==> src/design/sram_axi_defines.svh <==
// ####################################################################
// Global sizes and start values for the AXI4 SRAM subsystem
// SRAM_STRB_W must stay at SRAM_DATA_W / 8 for the byte strobes
// ####################################################################

`ifndef SRAM_AXI_DEFINES_SVH
`define SRAM_AXI_DEFINES_SVH

`define SRAM_ADDR_W     8     // Word address width
`define SRAM_DATA_W     64    // Data bus and word width
`define SRAM_STRB_W     8     // One strobe per data byte
`define SRAM_DEPTH      256   // Number of SRAM words

// Traffic generator start values
`define SRAM_ADDR_INIT  1
`define SRAM_WDATA_INIT 20

`endif

==> src/design/sram_axi_pkg.sv <==
// ####################################################################
// Shared enums for the traffic master and the AXI4 slave
// ####################################################################

package sram_axi_pkg;

    // Direction requested by the i_rw_type level
    typedef enum logic {
        op_read,
        op_write
    } rw_op_e;

    // One state word per master channel, the read side skips ms_data
    typedef enum logic [1:0] {
        ms_idle,
        ms_addr,
        ms_data,
        ms_resp
    } mst_state_e;

    typedef enum logic [1:0] {
        ss_idle,
        ss_wdata,
        ss_bresp,
        ss_rdata
    } slv_state_e;

endpackage

==> src/design/sram_axi_if.sv <==
// ####################################################################
// Single-beat AXI4 subset without IDs, lengths or error responses
// ####################################################################

`include "sram_axi_defines.svh"

interface sram_axi_if;

    logic [`SRAM_ADDR_W-1:0] awaddr;
    logic                    awvalid;
    logic                    awready;

    logic [`SRAM_DATA_W-1:0] wdata;
    logic [`SRAM_STRB_W-1:0] wstrb;
    logic                    wlast;
    logic                    wvalid;
    logic                    wready;

    logic                    bvalid;
    logic                    bready;

    logic [`SRAM_ADDR_W-1:0] araddr;
    logic                    arvalid;
    logic                    arready;

    logic [`SRAM_DATA_W-1:0] rdata;
    logic                    rlast;
    logic                    rvalid;
    logic                    rready;

    modport master (
        output awaddr, awvalid, wdata, wstrb, wlast, wvalid, bready,
        output araddr, arvalid, rready,
        input  awready, wready, bvalid, arready, rdata, rlast, rvalid
    );

    modport slave (
        input  awaddr, awvalid, wdata, wstrb, wlast, wvalid, bready,
        input  araddr, arvalid, rready,
        output awready, wready, bvalid, arready, rdata, rlast, rvalid
    );

endinterface

==> src/design/sram_mem_if.sv <==
// ####################################################################
// Plain strobed SRAM port, read data arrives one cycle after en
// ####################################################################

`include "sram_axi_defines.svh"

interface sram_mem_if;

    logic                    en;     // Access strobe, one cycle per access
    logic                    we;     // Write when high, read when low
    logic [`SRAM_ADDR_W-1:0] addr;
    logic [`SRAM_DATA_W-1:0] wdata;
    logic [`SRAM_STRB_W-1:0] wstrb;
    logic [`SRAM_DATA_W-1:0] rdata;

    modport ctrl (
        output en, we, addr, wdata, wstrb,
        input  rdata
    );

    modport mem (
        input  en, we, addr, wdata, wstrb,
        output rdata
    );

endinterface

==> src/design/sram_axi_slave.sv <==
// ####################################################################
// Single-beat AXI4 slave in front of the SRAM, write wins over read
// Responses are always OKAY and one transaction is served at a time
// ####################################################################

`include "sram_axi_defines.svh"

module sram_axi_slave
    import sram_axi_pkg::*;
(
    input  logic       i_aclk,
    input  logic       i_areset_n,
    sram_axi_if.slave  s_axi,
    sram_mem_if.ctrl   mem
);

    slv_state_e              r_state;
    logic [`SRAM_ADDR_W-1:0] r_addr;
    logic                    w_aw_fire;
    logic                    w_w_fire;
    logic                    w_ar_fire;

    // Readies only open in the states that can take the beat
    assign s_axi.awready = (r_state == ss_idle);
    assign s_axi.arready = (r_state == ss_idle) && !s_axi.awvalid;
    assign s_axi.wready  = (r_state == ss_wdata);

    // Responses are state driven so they hold until accepted
    assign s_axi.bvalid  = (r_state == ss_bresp);
    assign s_axi.rvalid  = (r_state == ss_rdata);
    assign s_axi.rlast   = (r_state == ss_rdata);
    assign s_axi.rdata   = mem.rdata;    // SRAM output is stable until the next read

    assign w_aw_fire = s_axi.awvalid && s_axi.awready;
    assign w_w_fire  = s_axi.wvalid && s_axi.wready;
    assign w_ar_fire = s_axi.arvalid && s_axi.arready;

    // Read is issued on the AR handshake so data is ready a cycle later
    assign mem.en    = w_w_fire || w_ar_fire;
    assign mem.we    = w_w_fire;
    assign mem.addr  = w_w_fire ? r_addr : s_axi.araddr;
    assign mem.wdata = s_axi.wdata;
    assign mem.wstrb = s_axi.wstrb;

    always_ff @(posedge i_aclk) begin
        if (!i_areset_n) begin
            r_state <= ss_idle;
        end else begin
            case (r_state)
                ss_idle: begin
                    if (w_aw_fire) begin
                        r_state <= ss_wdata;
                    end else if (w_ar_fire) begin
                        r_state <= ss_rdata;
                    end
                end
                ss_wdata: if (w_w_fire && s_axi.wlast) begin
                    r_state <= ss_bresp;
                end
                ss_bresp: if (s_axi.bready) begin
                    r_state <= ss_idle;
                end
                ss_rdata: if (s_axi.rready) begin
                    r_state <= ss_idle;
                end
            endcase
        end
    end

    // Write address is needed until the W beat arrives
    always_ff @(posedge i_aclk) begin
        if (w_aw_fire) begin
            r_addr <= s_axi.awaddr;
        end
    end

endmodule

==> src/flat_wrapper.sv <==
// flat-port wrapper written by rule: the top's interface ports become plain ports
module sram_axi_slave_flat import sram_axi_pkg::*;
  (i_aclk, i_areset_n, s_axi_awaddr, s_axi_awvalid, s_axi_wdata, s_axi_wstrb, s_axi_wlast, s_axi_wvalid, s_axi_bready, s_axi_araddr, s_axi_arvalid, s_axi_rready, s_axi_awready, s_axi_wready, s_axi_bvalid, s_axi_arready, s_axi_rdata, s_axi_rlast, s_axi_rvalid, mem_en, mem_we, mem_addr, mem_wdata, mem_wstrb, mem_rdata);
  sram_axi_if s_axi_i ();
  sram_mem_if mem_i ();
  input  logic i_aclk;
  input  logic i_areset_n;
  input wire logic [$bits(s_axi_i.awaddr)-1:0] s_axi_awaddr;
  input wire logic [$bits(s_axi_i.awvalid)-1:0] s_axi_awvalid;
  input wire logic [$bits(s_axi_i.wdata)-1:0] s_axi_wdata;
  input wire logic [$bits(s_axi_i.wstrb)-1:0] s_axi_wstrb;
  input wire logic [$bits(s_axi_i.wlast)-1:0] s_axi_wlast;
  input wire logic [$bits(s_axi_i.wvalid)-1:0] s_axi_wvalid;
  input wire logic [$bits(s_axi_i.bready)-1:0] s_axi_bready;
  input wire logic [$bits(s_axi_i.araddr)-1:0] s_axi_araddr;
  input wire logic [$bits(s_axi_i.arvalid)-1:0] s_axi_arvalid;
  input wire logic [$bits(s_axi_i.rready)-1:0] s_axi_rready;
  output wire logic [$bits(s_axi_i.awready)-1:0] s_axi_awready;
  output wire logic [$bits(s_axi_i.wready)-1:0] s_axi_wready;
  output wire logic [$bits(s_axi_i.bvalid)-1:0] s_axi_bvalid;
  output wire logic [$bits(s_axi_i.arready)-1:0] s_axi_arready;
  output wire logic [$bits(s_axi_i.rdata)-1:0] s_axi_rdata;
  output wire logic [$bits(s_axi_i.rlast)-1:0] s_axi_rlast;
  output wire logic [$bits(s_axi_i.rvalid)-1:0] s_axi_rvalid;
  output wire logic [$bits(mem_i.en)-1:0] mem_en;
  output wire logic [$bits(mem_i.we)-1:0] mem_we;
  output wire logic [$bits(mem_i.addr)-1:0] mem_addr;
  output wire logic [$bits(mem_i.wdata)-1:0] mem_wdata;
  output wire logic [$bits(mem_i.wstrb)-1:0] mem_wstrb;
  input wire logic [$bits(mem_i.rdata)-1:0] mem_rdata;
  assign s_axi_i.awaddr = s_axi_awaddr;
  assign s_axi_i.awvalid = s_axi_awvalid;
  assign s_axi_i.wdata = s_axi_wdata;
  assign s_axi_i.wstrb = s_axi_wstrb;
  assign s_axi_i.wlast = s_axi_wlast;
  assign s_axi_i.wvalid = s_axi_wvalid;
  assign s_axi_i.bready = s_axi_bready;
  assign s_axi_i.araddr = s_axi_araddr;
  assign s_axi_i.arvalid = s_axi_arvalid;
  assign s_axi_i.rready = s_axi_rready;
  assign s_axi_awready = s_axi_i.awready;
  assign s_axi_wready = s_axi_i.wready;
  assign s_axi_bvalid = s_axi_i.bvalid;
  assign s_axi_arready = s_axi_i.arready;
  assign s_axi_rdata = s_axi_i.rdata;
  assign s_axi_rlast = s_axi_i.rlast;
  assign s_axi_rvalid = s_axi_i.rvalid;
  assign mem_en = mem_i.en;
  assign mem_we = mem_i.we;
  assign mem_addr = mem_i.addr;
  assign mem_wdata = mem_i.wdata;
  assign mem_wstrb = mem_i.wstrb;
  assign mem_i.rdata = mem_rdata;
  sram_axi_slave u_core (.i_aclk(i_aclk), .i_areset_n(i_areset_n), .s_axi(s_axi_i), .mem(mem_i));
endmodule
==> config.mk <==
export PLATFORM = sky130hd
export DESIGN_NAME = sram_axi_slave_flat
export DESIGN_NICKNAME = d
export VERILOG_FILES = /design/src/design/sram_axi_pkg.sv /design/src/design/sram_axi_if.sv /design/src/design/sram_mem_if.sv /design/src/design/sram_axi_slave.sv /design/src/flat_wrapper.sv
export VERILOG_INCLUDE_DIRS = /design/src /design/src/design
export SDC_FILE = /design/constraint.sdc
export NUM_CORES = 1
export LEC_CHECK = 0
export BUFFER_PORTS_ARGS = -buffer_cell sky130_fd_sc_hd__buf_2
export CAP_MARGIN = 20
export CELL_PAD_IN_SITES_DETAIL_PLACEMENT = 2
export CELL_PAD_IN_SITES_GLOBAL_PLACEMENT = 2
export CORE_MARGIN = 3
export CORE_UTILIZATION = 10
export CTS_BUF_LIST = sky130_fd_sc_hd__clkbuf_16
export DETAILED_ROUTE_END_ITERATION = 10
export GPL_TIMING_DRIVEN = 0
export PLACE_DENSITY = 0.92
export SYNTH_ARGS = -nofsm -noshare
export SYNTH_HDL_FRONTEND = slang
export SYNTH_SLANG_ARGS = --single-unit
==> constraint.sdc <==
create_clock -name i_aclk -period 1.8 [get_ports i_aclk]
set_input_delay 0.36 -clock i_aclk [delete_from_list [all_inputs] [get_ports i_aclk]]
set_output_delay 0.36 -clock i_aclk [all_outputs]
set_load 0.05 [all_outputs]
### After elaboration in Yosys (flattened, before gate mapping)

Index checks and enable logic that the tools add are counted.

| operators by class | value |
|---|---|
| eq/ne operators | 7 |
| mux-type cells | 7 |
| reductions and logical operators | 9 |

Operator list:

| kind | count |
|---|---|
| $mux W2 | 5 |
| $mux W8 | 1 |
| $pmux W2 S4 | 1 |
| $ne A2 B2 Y1 const B | 3 |
| $logic_and A1 B1 Y1 | 5 |
| $eq A2 B2 Y1 const B | 2 |
| $reduce_and A4 Y1 | 1 |
| $ne A3 B3 Y1 const B | 1 |
| $eq A2 B1 Y1 const B | 1 |
| $logic_not A2 Y1 | 1 |
| $logic_not A1 Y1 | 1 |
| $logic_or A1 B1 Y1 | 1 |

| word-level totals | value |
|---|---|
| bits in registers | 10 |
| bits of input ports | 160 |
| output and inout bits | 152 |
| word-level logic and storage cells | 25 |

### Depth between registers and ports, before layout

| depth | value |
|---|---|
| depth in word-level cells | 6 |
| gate-level depth with buffers | 4 |
| mapped depth without buffers | 3 |

### Least setup slack after synthesis

OpenSTA, ideal clock, no wires.

| timing path | value |
|---|---|
| kind | register to output |
| from | register u_core.r_state[1] |
| to | output port mem_en |
| data arrival time | 2088 ps |
| data required time | 1440 ps |
| slack | -648 ps |
| stages on the path, launching flop included | 5 |
| buffers on the path | 1 |
| cell sequence | dfxtp_1 buf_2 nor3_1 nand2_1 nand2_1 |

| on the way | value |
|---|---|
| word-level cells in the longest chain between the ends | 4 |
| elaborated cells between the ends (all ways) | 6 |
| those cells by class | eq/ne: 1; reduce/logical: 5 |

Ends and longest elaborated chain:

| what | RTL line | RTL |
|---|---|---|
| start: declaration | sram_axi_slave.sv:17 | `slv_state_e r_state;` |
| start signal: assignment | sram_axi_slave.sv:47 | `r_state <= ss_idle;` |
| start signal: assignment | sram_axi_slave.sv:52 | `r_state <= ss_wdata;` |
| start signal: assignment | sram_axi_slave.sv:54 | `r_state <= ss_rdata;` |
| $logic_not A2 Y1 | sram_axi_slave.sv:25 | `assign s_axi.arready = (r_state == ss_idle) && !s_axi.awvalid;` |
| $logic_and A1 B1 Y1 | sram_axi_slave.sv:25 |  |
| named net s_axi_arready | flat_wrapper.sv:21 | `output wire logic [$bits(s_axi_i.arready)-1:0] s_axi_arready;` |
| $logic_and A1 B1 Y1 | sram_axi_slave.sv:36 | `assign w_ar_fire = s_axi.arvalid && s_axi.arready;` |
| $logic_or A1 B1 Y1 | sram_axi_slave.sv:39 | `assign mem.en = w_w_fire \|\| w_ar_fire;` |
| end: declaration | flat_wrapper.sv:25 | `output wire logic [$bits(mem_i.en)-1:0] mem_en;` |

The timed path passes the listed nets, and every way through them passes these cells.

### Worst setup path in the final report

| timing path | value |
|---|---|
| from | register u_core.r_state[0] |
| to | output port mem_addr[1] |

| on the way | value |
|---|---|
| word-level cells in the longest chain between the ends | 3 |

Ends and longest elaborated chain:

| what | RTL line | RTL |
|---|---|---|
| $eq A2 B1 Y1 | sram_axi_slave.sv:26 | `assign s_axi.wready = (r_state == ss_wdata);` |
| $logic_and A1 B1 Y1 | sram_axi_slave.sv:35 | `assign w_w_fire = s_axi.wvalid && s_axi.wready;` |
| $mux W8 | sram_axi_slave.sv:41 | `assign mem.addr = w_w_fire ? r_addr : s_axi.araddr;` |
| end: declaration | flat_wrapper.sv:27 | `output wire logic [$bits(mem_i.addr)-1:0] mem_addr;` |

No other way between the ends.

==> impl_metrics.csv <==
group,metric,value,unit
finish,n_antenna_cell,0,
clocking,cts_tree,"built",
outcome,status,"finished clean",
pwr,p_leak,1.67,nW
yosys,yosysWarnings,0,
pwr,p_switching,0.00102,W
die,rows,45,
min_path,hold_class,"input pin to flop",
sta,period_needed,1750,ps
detailed_routing,totalWireLength,6830,um
die,core,0.0153,mm2
critical_path,cp.required,1440,ps
detailed_routing,drc,0,
detailed_routing,wl_per_cell,12.0,um
pwr,peakVddDrop,0.000200,V
placement,io_buffer_count,175,
job,drv_cap,0,
placement,place_hpwl,6250,um
global_route,overflow,0,
pwr,p_int,0.000993,W
global_route,antenna_found_initial,0,
critical_path,crit_path_start_kind,"flop",
yosys,synth_seq_cells,10,
detailed_routing,drtPass1Iterations,4,
sta,rsz0062_at_grt,"no",
critical_path,crit_path_end_kind,"output port",
clocking,cts_buffers,3,
critical_path,critical_path_arrival,1390,ps
global_route,grt_max_degree,10,
sta,maxSlewViolCount,0,
die,ioPinCount,312,
yosys,syn_inst,177,
finish,multi_input_area,265,um2
die,die_area,0.0172,mm2
finish,mostFrequentLayoutCells,"buf_2, buf_4, mux2_4, edfxtp_1, buf_6",
detailed_routing,ant_nets,0,
sta,hold_slack,300,ps
yosys,synth.avg_cell_area,8.82,um2
finish,areaGrowthSynthToFinish,84.5,%
clocking,cts-root-buf,"clkbuf_16",
critical_path,crit_fanout,5,
finish,final_common_cell,"buf_2",
finish,nFillCells,1829,
pwr,seqPwrFrac,14.4,%
clocking,ctsHoldBuffers,0,
sta,finalCritPeriodShare,97.3,%
detailed_routing,num_vias,1725,
yosys,synth.net_count,337,
die,die_h,131,um
finish,seq_area,285,um2
yosys,ys_types,20,
global_route,grt_pass1_vias,1766,
pwr,p_sw_share,50.7,%
detailed_routing,drtIter0Drc,8,
pwr,power.density,699,mW/mm2
sta,slew_headroom,75.4,%
yosys,yosysSeqAreaShare,17.9,%
sta,setup_violations,0,
clocking,clk_latency,240,ps
clocking,clock_path_buffers,2,
finish,nets,520,
pwr,clkPwrFrac,19.8,%
sta,worst_slack,48.4,ps
placement,post-place-ws,24.3,ps
critical_path,crit_type,"flop to output port",
sta,worst_pin_slew,370,ps
sta,fin_skew,3.42,ps
clocking,h-tree-depth,1,
finish,postLayoutCoreUtil,18.9,%
sta,fmax,571,MHz
die,initial_core_util,10.2,%
placement,gp_congestion,0.777,
clocking,clk_pin_slew,40,ps
yosys,netlist_area,0.00156,mm2
global_route,grt_use_total,6.53,%
finish,drive_above_1_share,92.8,%
clocking,clock_sinks,10,
detailed_routing,viasPerCell,3.03,
pwr,combPwrFrac,65.8,%
global_route,grt_pass1_wl,8740,um
die,die_w,131,um
sta,hold_violations,0,
## routing by layer
layer	wire [um]	GRT usage (%)	up-vias
met2	4270	15.2	162
li1	-	-	782
met3	932	2.32	5
met4	41	1.27	0
met5	0	0	-
met1	1590	4.64	776
## timing repair
action / 4_1_cts / 5_1_grt
gates cloned: 1 / 0
gates resized for setup: 21 / 2
setup endpoints to repair: 10 / 10
buffers inserted: 3 / 0
pin swaps: 2 / 2
## final timing paths
kind                                  start                              to  slack (ps)  depth (start not counted)
max          u_core.r_state[0]$_SDFFE_PN0P_                     mem_addr[1]          50                          4
min                         s_axi_awaddr[7]      u_core.r_addr[7]$_DFFE_PP_         300                          1
max reg2reg  u_core.r_state[0]$_SDFFE_PN0P_      u_core.r_addr[6]$_DFFE_PP_         470                          3
min reg2reg  u_core.r_state[0]$_SDFFE_PN0P_  u_core.r_state[0]$_SDFFE_PN0P_         680                          3
## logic make-up (layout without fill, tap and decap cells)
group | after synthesis | count (layout) | synth area share [%]
buffers and inverters | 140 | 321 | 66.7
AND/OR/NAND/NOR | 16 | 17 | 6.25
AO/OA/AOI/OAI | 3 | 3 | 1.44
flip-flops | 10 | 10 | 17.9
multiplexers | 8 | 8 | 7.69
## cell usage after synthesis, drive strengths merged
master,number,area share (%)
buf,138,66
edfxtp,8,15
mux2,8,7.7
nand2,4,1.4
and2,2,0.80
dfxtp,2,2.6
inv,2,0.48
nand3,2,0.64
nor2,2,0.48
nor2b,2,1.3
a21boi,1,0.48
a221o,1,0.64
and3,1,0.40
nand2b,1,0.40
nand3b,1,0.48
nor3,1,0.32
o21ai,1,0.32
## registers in the layout, summed over array words and instances, names as in the netlist
name            flops
u_core.r_state      2
u_core.r_addr       8
## power groups by stage
stage               logic, W  registers [W]  clock network (W)
global placement     0.00127       0.000295                  0
floorplan            0.00106       0.000291                  0
global route         0.00139       0.000292           0.000418
CTS                  0.00134       0.000288           0.000404
finish               0.00132       0.000291           0.000398
detailed placement   0.00129       0.000297                  0
## layout make-up
| cell class | instances | share of cell area (%) |
|---|---|---|
| flip-flops and latches | 10 | 9.90 |
| plain buffers | 137 | 35.7 |
| clock buffers | 3 | 2.61 |
| clock inverters | 1 | 0.130 |
| well taps | 211 | 9.16 |
| multi-input cells | 28 | 9.21 |
| repair buffers | 178 | 33.0 |
| inverters | 2 | 0.261 |
## per-stage QoR
stage          TNS, ps  cells  total power, W  area, um2
2_1_floorplan    -97.2    177         0.00135       1580
3_5_place_dp         0    563         0.00158       2720
6_report             0    570         0.00201       2880
5_1_grt              0    570         0.00210       2880
3_3_place_gp         0    563         0.00156       2720
4_1_cts          -6.10    571         0.00204       2890
## critical path, stage by stage, from the launching register on
cell     delay, ps
dfxtp_4        340
nor2b_4        210
nand2_4        120
mux2_4         330
buf_8          150
Power figures use the tool's default switching activity.
