<file path="src/design/sram_axi_defines.svh">
// ####################################################################
// Global sizes and start values for the AXI4 SRAM subsystem
// SRAM_STRB_W must stay at SRAM_DATA_W / 8 for the byte strobes
// ####################################################################

`ifndef SRAM_AXI_DEFINES_SVH
`define SRAM_AXI_DEFINES_SVH

`define SRAM_ADDR_W     8     // Word address width
`define SRAM_DATA_W     64    // Data bus and word width
`define SRAM_STRB_W     8     // One strobe per data byte
`define SRAM_DEPTH      256   // Number of SRAM words

// Traffic generator start values
`define SRAM_ADDR_INIT  1
`define SRAM_WDATA_INIT 20

`endif

</file>
<file path="src/design/sram_axi_pkg.sv">
// ####################################################################
// Shared enums for the traffic master and the AXI4 slave
// ####################################################################

package sram_axi_pkg;

    // Direction requested by the i_rw_type level
    typedef enum logic {
        op_read,
        op_write
    } rw_op_e;

    // One state word per master channel, the read side skips ms_data
    typedef enum logic [1:0] {
        ms_idle,
        ms_addr,
        ms_data,
        ms_resp
    } mst_state_e;

    typedef enum logic [1:0] {
        ss_idle,
        ss_wdata,
        ss_bresp,
        ss_rdata
    } slv_state_e;

endpackage

</file>
<file path="src/design/sram_axi_if.sv">
// ####################################################################
// Single-beat AXI4 subset without IDs, lengths or error responses
// ####################################################################

`include "sram_axi_defines.svh"

interface sram_axi_if;

    logic [`SRAM_ADDR_W-1:0] awaddr;
    logic                    awvalid;
    logic                    awready;

    logic [`SRAM_DATA_W-1:0] wdata;
    logic [`SRAM_STRB_W-1:0] wstrb;
    logic                    wlast;
    logic                    wvalid;
    logic                    wready;

    logic                    bvalid;
    logic                    bready;

    logic [`SRAM_ADDR_W-1:0] araddr;
    logic                    arvalid;
    logic                    arready;

    logic [`SRAM_DATA_W-1:0] rdata;
    logic                    rlast;
    logic                    rvalid;
    logic                    rready;

    modport master (
        output awaddr, awvalid, wdata, wstrb, wlast, wvalid, bready,
        output araddr, arvalid, rready,
        input  awready, wready, bvalid, arready, rdata, rlast, rvalid
    );

    modport slave (
        input  awaddr, awvalid, wdata, wstrb, wlast, wvalid, bready,
        input  araddr, arvalid, rready,
        output awready, wready, bvalid, arready, rdata, rlast, rvalid
    );

endinterface

</file>
<file path="src/design/sram_axi_master.sv">
// ####################################################################
// Traffic master that writes while i_rw_type is high and reads while low
// The level is sampled only when a channel is idle
// ####################################################################

`include "sram_axi_defines.svh"

module sram_axi_master
    import sram_axi_pkg::*;
(
    input  logic                    i_aclk,
    input  logic                    i_areset_n,
    input  logic                    i_rw_type,
    sram_axi_if.master              m_axi,
    output logic                    o_rvalid,
    output logic [`SRAM_DATA_W-1:0] o_rdata,
    output logic [`SRAM_ADDR_W-1:0] o_rd_addr,
    output logic                    o_wr_done
);

    rw_op_e                  w_op;
    mst_state_e              r_wr_state;
    mst_state_e              r_rd_state;
    logic [`SRAM_ADDR_W-1:0] r_wr_addr;
    logic [`SRAM_ADDR_W-1:0] r_rd_addr;
    logic [`SRAM_DATA_W-1:0] r_wdata;
    logic                    r_awvalid;
    logic                    r_wvalid;
    logic                    r_arvalid;
    logic                    w_rd_fire;

    assign w_op = i_rw_type ? op_write : op_read;

    assign m_axi.awaddr  = r_wr_addr;
    assign m_axi.awvalid = r_awvalid;
    assign m_axi.wdata   = r_wdata;
    assign m_axi.wstrb   = '1;      // Full word writes only
    assign m_axi.wlast   = 1'b1;    // Every burst is a single beat
    assign m_axi.wvalid  = r_wvalid;
    assign m_axi.bready  = 1'b1;
    assign m_axi.araddr  = r_rd_addr;
    assign m_axi.arvalid = r_arvalid;
    assign m_axi.rready  = 1'b1;

    // Last read beat accepted while waiting for the response
    assign w_rd_fire = (r_rd_state == ms_resp) && m_axi.rvalid && m_axi.rready && m_axi.rlast;

    always_ff @(posedge i_aclk) begin
        if (!i_areset_n) begin
            r_wr_state <= ms_idle;
            r_wr_addr  <= `SRAM_ADDR_W'(`SRAM_ADDR_INIT);
            r_wdata    <= `SRAM_DATA_W'(`SRAM_WDATA_INIT);
            r_awvalid  <= 1'b0;
            r_wvalid   <= 1'b0;
            o_wr_done  <= 1'b0;
        end else begin
            o_wr_done <= 1'b0;
            case (r_wr_state)
                ms_idle: if (w_op == op_write) begin
                    r_awvalid  <= 1'b1;
                    r_wr_state <= ms_addr;
                end
                ms_addr: if (m_axi.awready) begin    // awvalid is high in this state
                    r_awvalid  <= 1'b0;
                    r_wvalid   <= 1'b1;
                    r_wr_state <= ms_data;
                end
                ms_data: if (m_axi.wready) begin
                    r_wvalid   <= 1'b0;
                    r_wr_state <= ms_resp;
                end
                ms_resp: if (m_axi.bvalid && m_axi.bready) begin
                    o_wr_done  <= 1'b1;
                    r_wr_addr  <= r_wr_addr + `SRAM_ADDR_W'(1);
                    r_wdata    <= r_wdata + `SRAM_DATA_W'(1);
                    r_wr_state <= ms_idle;
                end
            endcase
        end
    end

    always_ff @(posedge i_aclk) begin
        if (!i_areset_n) begin
            r_rd_state <= ms_idle;
            r_rd_addr  <= `SRAM_ADDR_W'(`SRAM_ADDR_INIT);
            r_arvalid  <= 1'b0;
            o_rvalid   <= 1'b0;
        end else begin
            o_rvalid <= w_rd_fire;
            case (r_rd_state)
                ms_idle: if (w_op == op_read) begin
                    r_arvalid  <= 1'b1;
                    r_rd_state <= ms_addr;
                end
                ms_addr: if (m_axi.arready) begin
                    r_arvalid  <= 1'b0;
                    r_rd_state <= ms_resp;
                end
                ms_resp: if (w_rd_fire) begin
                    r_rd_addr  <= r_rd_addr + `SRAM_ADDR_W'(1);
                    r_rd_state <= ms_idle;
                end
                default: r_rd_state <= ms_idle;    // ms_data has no read meaning
            endcase
        end
    end

    // Read result keeps the address it was requested at
    always_ff @(posedge i_aclk) begin
        if (w_rd_fire) begin
            o_rdata   <= m_axi.rdata;
            o_rd_addr <= r_rd_addr;
        end
    end

endmodule

</file>
<file path="src/flat_wrapper.sv">
// flat-port wrapper written by rule: the top's interface ports become plain ports
module sram_axi_master_flat import sram_axi_pkg::*;
  (i_aclk, i_areset_n, i_rw_type, o_rvalid, o_rdata, o_rd_addr, o_wr_done, m_axi_awaddr, m_axi_awvalid, m_axi_wdata, m_axi_wstrb, m_axi_wlast, m_axi_wvalid, m_axi_bready, m_axi_araddr, m_axi_arvalid, m_axi_rready, m_axi_awready, m_axi_wready, m_axi_bvalid, m_axi_arready, m_axi_rdata, m_axi_rlast, m_axi_rvalid);
  sram_axi_if m_axi_i ();
  input  logic i_aclk;
  input  logic i_areset_n;
  input  logic i_rw_type;
  output logic o_rvalid;
  output logic [`SRAM_DATA_W-1:0] o_rdata;
  output logic [`SRAM_ADDR_W-1:0] o_rd_addr;
  output logic o_wr_done;
  output wire logic [$bits(m_axi_i.awaddr)-1:0] m_axi_awaddr;
  output wire logic [$bits(m_axi_i.awvalid)-1:0] m_axi_awvalid;
  output wire logic [$bits(m_axi_i.wdata)-1:0] m_axi_wdata;
  output wire logic [$bits(m_axi_i.wstrb)-1:0] m_axi_wstrb;
  output wire logic [$bits(m_axi_i.wlast)-1:0] m_axi_wlast;
  output wire logic [$bits(m_axi_i.wvalid)-1:0] m_axi_wvalid;
  output wire logic [$bits(m_axi_i.bready)-1:0] m_axi_bready;
  output wire logic [$bits(m_axi_i.araddr)-1:0] m_axi_araddr;
  output wire logic [$bits(m_axi_i.arvalid)-1:0] m_axi_arvalid;
  output wire logic [$bits(m_axi_i.rready)-1:0] m_axi_rready;
  input wire logic [$bits(m_axi_i.awready)-1:0] m_axi_awready;
  input wire logic [$bits(m_axi_i.wready)-1:0] m_axi_wready;
  input wire logic [$bits(m_axi_i.bvalid)-1:0] m_axi_bvalid;
  input wire logic [$bits(m_axi_i.arready)-1:0] m_axi_arready;
  input wire logic [$bits(m_axi_i.rdata)-1:0] m_axi_rdata;
  input wire logic [$bits(m_axi_i.rlast)-1:0] m_axi_rlast;
  input wire logic [$bits(m_axi_i.rvalid)-1:0] m_axi_rvalid;
  assign m_axi_awaddr = m_axi_i.awaddr;
  assign m_axi_awvalid = m_axi_i.awvalid;
  assign m_axi_wdata = m_axi_i.wdata;
  assign m_axi_wstrb = m_axi_i.wstrb;
  assign m_axi_wlast = m_axi_i.wlast;
  assign m_axi_wvalid = m_axi_i.wvalid;
  assign m_axi_bready = m_axi_i.bready;
  assign m_axi_araddr = m_axi_i.araddr;
  assign m_axi_arvalid = m_axi_i.arvalid;
  assign m_axi_rready = m_axi_i.rready;
  assign m_axi_i.awready = m_axi_awready;
  assign m_axi_i.wready = m_axi_wready;
  assign m_axi_i.bvalid = m_axi_bvalid;
  assign m_axi_i.arready = m_axi_arready;
  assign m_axi_i.rdata = m_axi_rdata;
  assign m_axi_i.rlast = m_axi_rlast;
  assign m_axi_i.rvalid = m_axi_rvalid;
  sram_axi_master u_core (.i_aclk(i_aclk), .i_areset_n(i_areset_n), .i_rw_type(i_rw_type), .m_axi(m_axi_i), .o_rvalid(o_rvalid), .o_rdata(o_rdata), .o_rd_addr(o_rd_addr), .o_wr_done(o_wr_done));
endmodule
</file>
<file path="config.mk">
export PLATFORM = sky130hd
export DESIGN_NAME = sram_axi_master_flat
export DESIGN_NICKNAME = d
export VERILOG_FILES = /design/src/design/sram_axi_pkg.sv /design/src/design/sram_axi_if.sv /design/src/design/sram_axi_master.sv /design/src/flat_wrapper.sv
export VERILOG_INCLUDE_DIRS = /design/src /design/src/design
export SDC_FILE = /design/constraint.sdc
export NUM_CORES = 1
export LEC_CHECK = 0
export BUFFER_PORTS_ARGS = -buffer_cell sky130_fd_sc_hd__buf_4
export CELL_PAD_IN_SITES_DETAIL_PLACEMENT = 1
export CELL_PAD_IN_SITES_GLOBAL_PLACEMENT = 1
export CORE_MARGIN = 2
export CORE_UTILIZATION = 40
export CTS_BUF_LIST = sky130_fd_sc_hd__clkbuf_2
export DETAILED_ROUTE_END_ITERATION = 8
export GPL_ROUTABILITY_DRIVEN = 1
export GPL_TIMING_DRIVEN = 0
export HOLD_SLACK_MARGIN = 0.05
export PLACE_DENSITY_LB_ADDON = 0.1
export RECOVER_POWER = 50
export SLEW_MARGIN = 30
export SYNTH_ARGS = -nofsm -noshare
export SYNTH_HDL_FRONTEND = slang
export SYNTH_SLANG_ARGS = --single-unit
</file>
<file path="constraint.sdc">
create_clock -name i_aclk -period 6.47 [get_ports i_aclk]
set_input_delay 0.3235 -clock i_aclk [delete_from_list [all_inputs] [get_ports i_aclk]]
set_output_delay 0.3235 -clock i_aclk [all_outputs]
set_load 0.005 [all_outputs]
</file>
Yosys cells after proc, flatten, opt, wreduce, memory -nomap -nowiden
Cells that the tools add are included.

Register bits: 161. Bits of input ports: 73. Output and inout bits: 168. Logic and storage cells: 62.

$add $sub $neg: 3. Equality and inequality tests: 12. Mux-type cells: 20. Reduce and logical (&&, ||, !) cells: 15.

Operators with widths (count): $add 64x1->64 const B (1); $add 8x1->8 const B (2); $mux 2 (7); $reduce_and 3->1 (4); $ne 2x2->1 const B (5); $mux 1 (8); $pmux 2 s4 (1); $eq 2x2->1 const B (3); $pmux 1 s2 (3); $pmux 2 s3 (1); $reduce_and 2->1 (3); $reduce_bool 2->1 (3); $eq 2x1->1 const B (2); $logic_not 2->1 (2); $ne 2x1->1 const B (2); $reduce_and 4->1 (1); $logic_and 1x1->1 (2).

Longest topological paths before layout
Word-level depth: 5. Mapped depth: 7. Mapped depth without buffers: 7.

Worst setup path before layout
No wires, ideal clock.

Path kind: reg-to-reg. Start: register u_core.r_rd_state[1]. End: register u_core.r_rd_addr[5], in the netlist u_core.m_axi.araddr[5]. Library setup time: 0.128 ns. Data arrival time: 3.441 ns. Data required time: 6.342 ns. Slack: 2.901 ns. Stages on the path, launching flop included: 7. Buffers on the path: 1. Period minus slack after synthesis: 3.569 ns. Cell sequence: dfxtp_1 and4_1 clkbuf_1 and4_1 nand3_1 xor2_1 nor2_1.

Word-level cells in the longest chain between the ends: 4.

RTL lines: start, declared (RTL line sram_axi_master.sv:23) `mst_state_e r_rd_state;`; start signal, assigned (RTL line sram_axi_master.sv:84) `r_rd_state <= ms_idle;`; start signal, assigned (RTL line sram_axi_master.sv:93) `r_rd_state <= ms_addr;`; start signal, assigned (RTL line sram_axi_master.sv:97) `r_rd_state <= ms_resp;`; $eq 2x2->1 (RTL line sram_axi_master.sv:46) `assign w_rd_fire = (r_rd_state == ms_resp) && m_axi.rvalid && m_axi.rready && m_axi.rlast;`; $logic_and 1x1->1 (2 in series) (RTL line sram_axi_master.sv:46); net u_core.w_rd_fire (RTL line sram_axi_master.sv:30) `logic w_rd_fire;`; $reduce_and 2->1 (no source line); end signal, assigned (RTL line sram_axi_master.sv:85) `` r_rd_addr <= `SRAM_ADDR_W'(`SRAM_ADDR_INIT); ``; end signal, assigned (RTL line sram_axi_master.sv:100) `` r_rd_addr <= r_rd_addr + `SRAM_ADDR_W'(1); ``; end, declared (RTL line sram_axi_master.sv:25) `` logic [`SRAM_ADDR_W-1:0] r_rd_addr; ``.

The timed path passes the listed nets, and every way through them passes these cells. A chain may end at the register's enable or synchronous reset.

Final worst setup path
Start: register u_core.r_rd_state[1]. End: register u_core.o_rdata[4], enable pin.

Word-level cells in the longest chain between the ends: 3.

RTL lines: $eq 2x2->1 (RTL line sram_axi_master.sv:46); $logic_and 1x1->1 (2 in series) (RTL line sram_axi_master.sv:46); net u_core.w_rd_fire (RTL line sram_axi_master.sv:30); end signal, assigned (RTL line sram_axi_master.sv:111) `o_rdata <= m_axi.rdata;`; end, declared (RTL line sram_axi_master.sv:16) `` output logic [`SRAM_DATA_W-1:0] o_rdata, ``.

The timed path passes the listed nets, and every way through them passes these cells.

==> metrics.txt <==
# TYPE chip_impl_metric gauge
chip_impl_metric{name="final.fill_count",unit=""} 1700
chip_impl_info{name="synth_top_family_by_area",value="simple AND/OR/NAND/NOR gates"} 1
chip_impl_info{name="worst_r2r_end",value="u_core.o_rdata[4]$_DFFE_PP_"} 1
chip_impl_metric{name="post_synth_instance_area",unit="sq um"} 6270
chip_impl_metric{name="worst_slew_margin_relative_to_its_limit",unit="%"} -86.8
chip_impl_metric{name="post-cts-setup-buffer-count",unit=""} 0
chip_impl_metric{name="internal_power",unit="mW"} 1.33
chip_impl_metric{name="initial_core_util",unit="%"} 41.1
chip_impl_info{name="grt_setup_unrepaired",value="false"} 1
chip_impl_metric{name="post-synth-top-area-fraction",unit="%"} 34.5
chip_impl_metric{name="routedWlPerCell",unit="um"} 20.6
chip_impl_metric{name="worstPathArrival",unit="ns"} 4.73
chip_impl_metric{name="die_h",unit="um"} 129
chip_impl_metric{name="clockBufferDepth",unit=""} 2
chip_impl_info{name="synth.top_cells.by_count",value="sky130_fd_sc_hd__dfxtp_1, sky130_fd_sc_hd__edfxtp_1, sky130_fd_sc_hd__nor2_1, sky130_fd_sc_hd__a21oi_1, sky130_fd_sc_hd__nand2_1"} 1
chip_impl_info{name="netlist.top_cell.by_area",value="sky130_fd_sc_hd__edfxtp_1"} 1
chip_impl_metric{name="floorplan_row_count",unit=""} 45
chip_impl_metric{name="synth-xor-area-share",unit="%"} 5.73
chip_impl_metric{name="antenna_found_initial",unit=""} 1
chip_impl_metric{name="dp.cells",unit=""} 1012
chip_impl_metric{name="worst_slack_at_placement",unit="ns"} 3.81
chip_impl_metric{name="power_density",unit="nW/um^2"} 200
chip_impl_metric{name="synth_simple_gate_area_share",unit="%"} 18.7
chip_impl_metric{name="ioPinCount",unit=""} 241
chip_impl_metric{name="holdWs",unit="ns"} 0.226
chip_impl_info{name="holdCritStartpoint",value="m_axi_rdata[44]"} 1
chip_impl_metric{name="chipWidth",unit="um"} 129
chip_impl_metric{name="reg2reg_setup_slack",unit="ns"} 2.11
chip_impl_metric{name="gp_routability_congestion",unit=""} 0.773
chip_impl_metric{name="finalWorstPathRequiredPeriod",unit="ns"} 4.36
chip_impl_metric{name="finish.utilization",unit="%"} 60.0
chip_impl_metric{name="fin_setup_tns",unit="ns"} 0
chip_impl_metric{name="fin_total_pwr",unit="mW"} 1.83
chip_impl_metric{name="multi_input_comb_area",unit="sq um"} 2150
chip_impl_metric{name="portBuffers",unit=""} 229
chip_impl_metric{name="synth_edf_count",unit=""} 72
chip_impl_metric{name="firstDrtPassIters",unit=""} 4
chip_impl_metric{name="synth-warning-count",unit=""} 0
chip_impl_metric{name="timing.final.crit_share",unit="%"} 67.4
chip_impl_info{name="failing_checks",value="capacitance limit, slew limit"} 1
chip_impl_metric{name="drt_drc_violations_left",unit=""} 0
chip_impl_metric{name="fmaxAchievable",unit="MHz"} 229
chip_impl_metric{name="hold_path_depth",unit=""} 2
chip_impl_metric{name="proportion_of_synthesized_chip_area_in_sequential_cells",unit="%"} 62.9
chip_impl_metric{name="max-vdd-ir-drop",unit="mV"} 0.0858
chip_impl_info{name="tritoncts",value="built"} 1
chip_impl_metric{name="ant_nets",unit=""} 0
chip_impl_info{name="post-synth-top-count-cell",value="sky130_fd_sc_hd__dfxtp_1"} 1
chip_impl_metric{name="number_of_global_route_vias_before_repair",unit=""} 6044
chip_impl_metric{name="final_layout_size_suffix_gt1_share",unit="%"} 27.2
chip_impl_metric{name="detailedPlacementHpwl",unit="um"} 14600
chip_impl_metric{name="grt_pass1_wl",unit="um"} 35000
chip_impl_metric{name="cts.sinks",unit=""} 161
chip_impl_metric{name="multiplexer_share_of_the_synthesized_area",unit="%"} 0.319
chip_impl_info{name="hold_end",value="u_core.o_rdata[44]$_DFFE_PP_"} 1
chip_impl_metric{name="leakage_component_of_the_power",unit="nW"} 3.50
chip_impl_metric{name="tritoncts.num_buffers",unit=""} 17
chip_impl_metric{name="rr_worst_depth",unit=""} 3
chip_impl_metric{name="placed_cell_area",unit="sq um"} 8320
chip_impl_metric{name="viasPerCell",unit=""} 5.15
chip_impl_metric{name="grt-ovfl-total",unit=""} 0
chip_impl_metric{name="setup_viol_count_final",unit=""} 0
chip_impl_metric{name="grt_util_all_layers",unit="%"} 27.9
chip_impl_metric{name="iteration_0_drc_markers",unit=""} 283
chip_impl_metric{name="async_set_or_reset_register_ratio_after_synthesis",unit="%"} 0
chip_impl_metric{name="placeableCoreArea",unit="sq um"} 15300
chip_impl_metric{name="die_area",unit="sq um"} 16700
chip_impl_metric{name="maxCapViolations",unit=""} 2
chip_impl_info{name="reg2reg_from",value="u_core.r_rd_state[1]$_SDFFE_PN0P_"} 1
chip_impl_metric{name="fin_nets",unit=""} 976
chip_impl_metric{name="drt-total-wl",unit="um"} 23100
chip_impl_info{name="worst_setup_path_end_kind",value="flip-flop"} 1
chip_impl_metric{name="slew_violations",unit=""} 82
chip_impl_metric{name="hold_violations",unit=""} 0
chip_impl_metric{name="clk-insertion-delay-late",unit="ns"} 0.81
chip_impl_metric{name="clk_pin_slew_worst_paths",unit="ns"} 0.31
chip_impl_metric{name="total_switching_power",unit="mW"} 0.505
chip_impl_info{name="crit_start",value="u_core.r_rd_state[1]$_SDFFE_PN0P_"} 1
chip_impl_metric{name="synthCells",unit=""} 561
chip_impl_metric{name="swShare",unit="%"} 27.6
chip_impl_info{name="ys_top_cells_by_area",value="sky130_fd_sc_hd__edfxtp_1, sky130_fd_sc_hd__dfxtp_1, sky130_fd_sc_hd__xor2_1"} 1
chip_impl_info{name="yosys_most_used_dff",value="sky130_fd_sc_hd__dfxtp_1"} 1
chip_impl_info{name="worst-setup-path-type",value="reg -> reg"} 1
chip_impl_info{name="setup.worst_path.start_class",value="flip-flop"} 1
chip_impl_info{name="hold_path_class",value="in -> reg"} 1
chip_impl_metric{name="finished_cell_area",unit="sq um"} 9150
chip_impl_info{name="outcome",value="finished with violations"} 1
chip_impl_metric{name="sequential_cell_fraction_of_total_power",unit="%"} 59.8
chip_impl_metric{name="postLayoutSetupSlackWorst",unit="ns"} 2.11
chip_impl_metric{name="finalClockSkew",unit="ns"} 0.0755
chip_impl_metric{name="power.share.combinational",unit="%"} 10.4
chip_impl_info{name="clockRootBuffer",value="sky130_fd_sc_hd__clkbuf_2"} 1
chip_impl_metric{name="htreeDepth",unit=""} 4
chip_impl_metric{name="stdcell_count",unit=""} 1121
chip_impl_metric{name="synth-compound-area-share",unit="%"} 7.45
chip_impl_metric{name="cp.required",unit="ns"} 6.84
chip_impl_metric{name="detailroute.via_count",unit=""} 5777
chip_impl_metric{name="worstPathMaxFanout",unit=""} 51
chip_impl_metric{name="area.sequential",unit="sq um"} 3940
chip_impl_metric{name="syn_to_final_growth",unit="%"} 46.0
chip_impl_metric{name="share_of_synthesized_cell_area_in_full_adder_half_adder_and_majority_cells",unit="%"} 1.40
chip_impl_metric{name="synthesis.area_per_instance",unit="sq um"} 11.2
chip_impl_metric{name="post_synthesis_sequential_element_count",unit=""} 161
chip_impl_metric{name="max_slew.worst_pin.slew",unit="ns"} 2.80
chip_impl_metric{name="share_clk_of_total_power",unit="%"} 29.8
chip_impl_metric{name="maximum_number_of_pins_on_one_net_before_global_route_repair",unit=""} 52
chip_impl_metric{name="synth_cell_type_count",unit=""} 34
==> cell usage in the layout (no fill, tap or decap), drive strengths merged, types with 2 or more instances in the layout <==
master,count
clkbuf,164
buf,112
dfxtp,89
dlygate4sd3,76
edfxtp,72
nor2,53
a21oi,44
nand2,42
o21ai,31
nand4,31
xor2,29
or3,27
nand3,26
inv,21
xnor2,12
conb,11
o31ai,9
or4,9
nor4,8
ha,7
and4,6
nor3,5
clkinv,5
and3,4
clkinvlp,4
and2,3
nand2b,2
mux2i,2
==> how the worst max path moves through the flow <==
stage,end,slack [ns],depth (start not counted)
floorplan,u_core.m_axi.araddr[5]$_SDFFE_PN0P_,2.90,6
global placement,u_core.m_axi.araddr[7]$_SDFFE_PN0P_,2.04,7
detailed placement,u_core.m_axi.wdata[60]$_SDFFE_PN0P_,3.81,7
CTS,u_core.m_axi.wdata[60]$_SDFFE_PN0P_,3.74,7
global route,u_core.o_rdata[4]$_DFFE_PP_,1.77,3
finish,u_core.o_rdata[4]$_DFFE_PP_,2.11,3
==> power by group through the flow <==
stage          Combinational (mW)  Sequential, mW  Clock, mW
3_3_place_gp                0.140            1.11          0
2_1_floorplan              0.0752            1.11          0
3_5_place_dp                0.148            1.12          0
4_1_cts                     0.192            1.10      0.539
6_report                    0.191            1.10      0.545
5_1_grt                     0.211            1.10      0.596
==> metal layers <==
metal | track usage (%) | up-vias | wire [um]
li1 | - | 2686 | -
met1 | 33.5 | 2826 | 9340
met2 | 48.2 | 219 | 11600
met3 | 7.93 | 46 | 1640
met4 | 9.59 | 0 | 516
met5 | 0 | - | 0
==> cell families (layout without fill, tap and decap cells) <==
| group | after synthesis | after routing |
|---|---|---|
| xor+xnor | 41 | 41 |
| buf+inv | 45 | 383 |
| other cells | 1 | 12 |
| compound gates | 87 | 87 |
| simple gates | 217 | 217 |
| fa+ha+maj | 7 | 7 |
| flops | 161 | 161 |
| mux | 2 | 2 |
==> cell type report <==
type                       instances  area share [%]
buffer                            29            1.70
clock inverter                    15            1.45
inverter                          16           0.656
clock buffer                      17           0.930
timing repair buffer             306            25.8
tap                              211            2.89
multi-input combinational        365            23.5
antenna                            1          0.0274
sequential                       161            43.1
==> repair_timing <==
item,4_1_cts,5_1_grt
hold buffers,76,0
endpoints found under the hold margin,80,0
gates resized for setup,0,0
==> sequential cells by signal (all words and copies together) (netlist names) <==
name                  cells
u_core.m_axi.arvalid      1
u_core.m_axi.awaddr       8
u_core.o_rd_addr          8
u_core.m_axi.awvalid      1
u_core.r_rd_state         2
u_core.o_wr_done          1
u_core.o_rdata           64
u_core.r_wr_state         2
u_core.m_axi.wdata       64
u_core.m_axi.wvalid       1
u_core.o_rvalid           1
u_core.m_axi.araddr       8
==> critical path, stage by stage (launching register included) <==
cell,delay [ns]
sky130_fd_sc_hd__dfxtp_1,0.47
sky130_fd_sc_hd__and4_1,0.20
sky130_fd_sc_hd__clkbuf_1,1.19
sky130_fd_sc_hd__clkbuf_1,2.08
(Power assumes the default switching activity.)
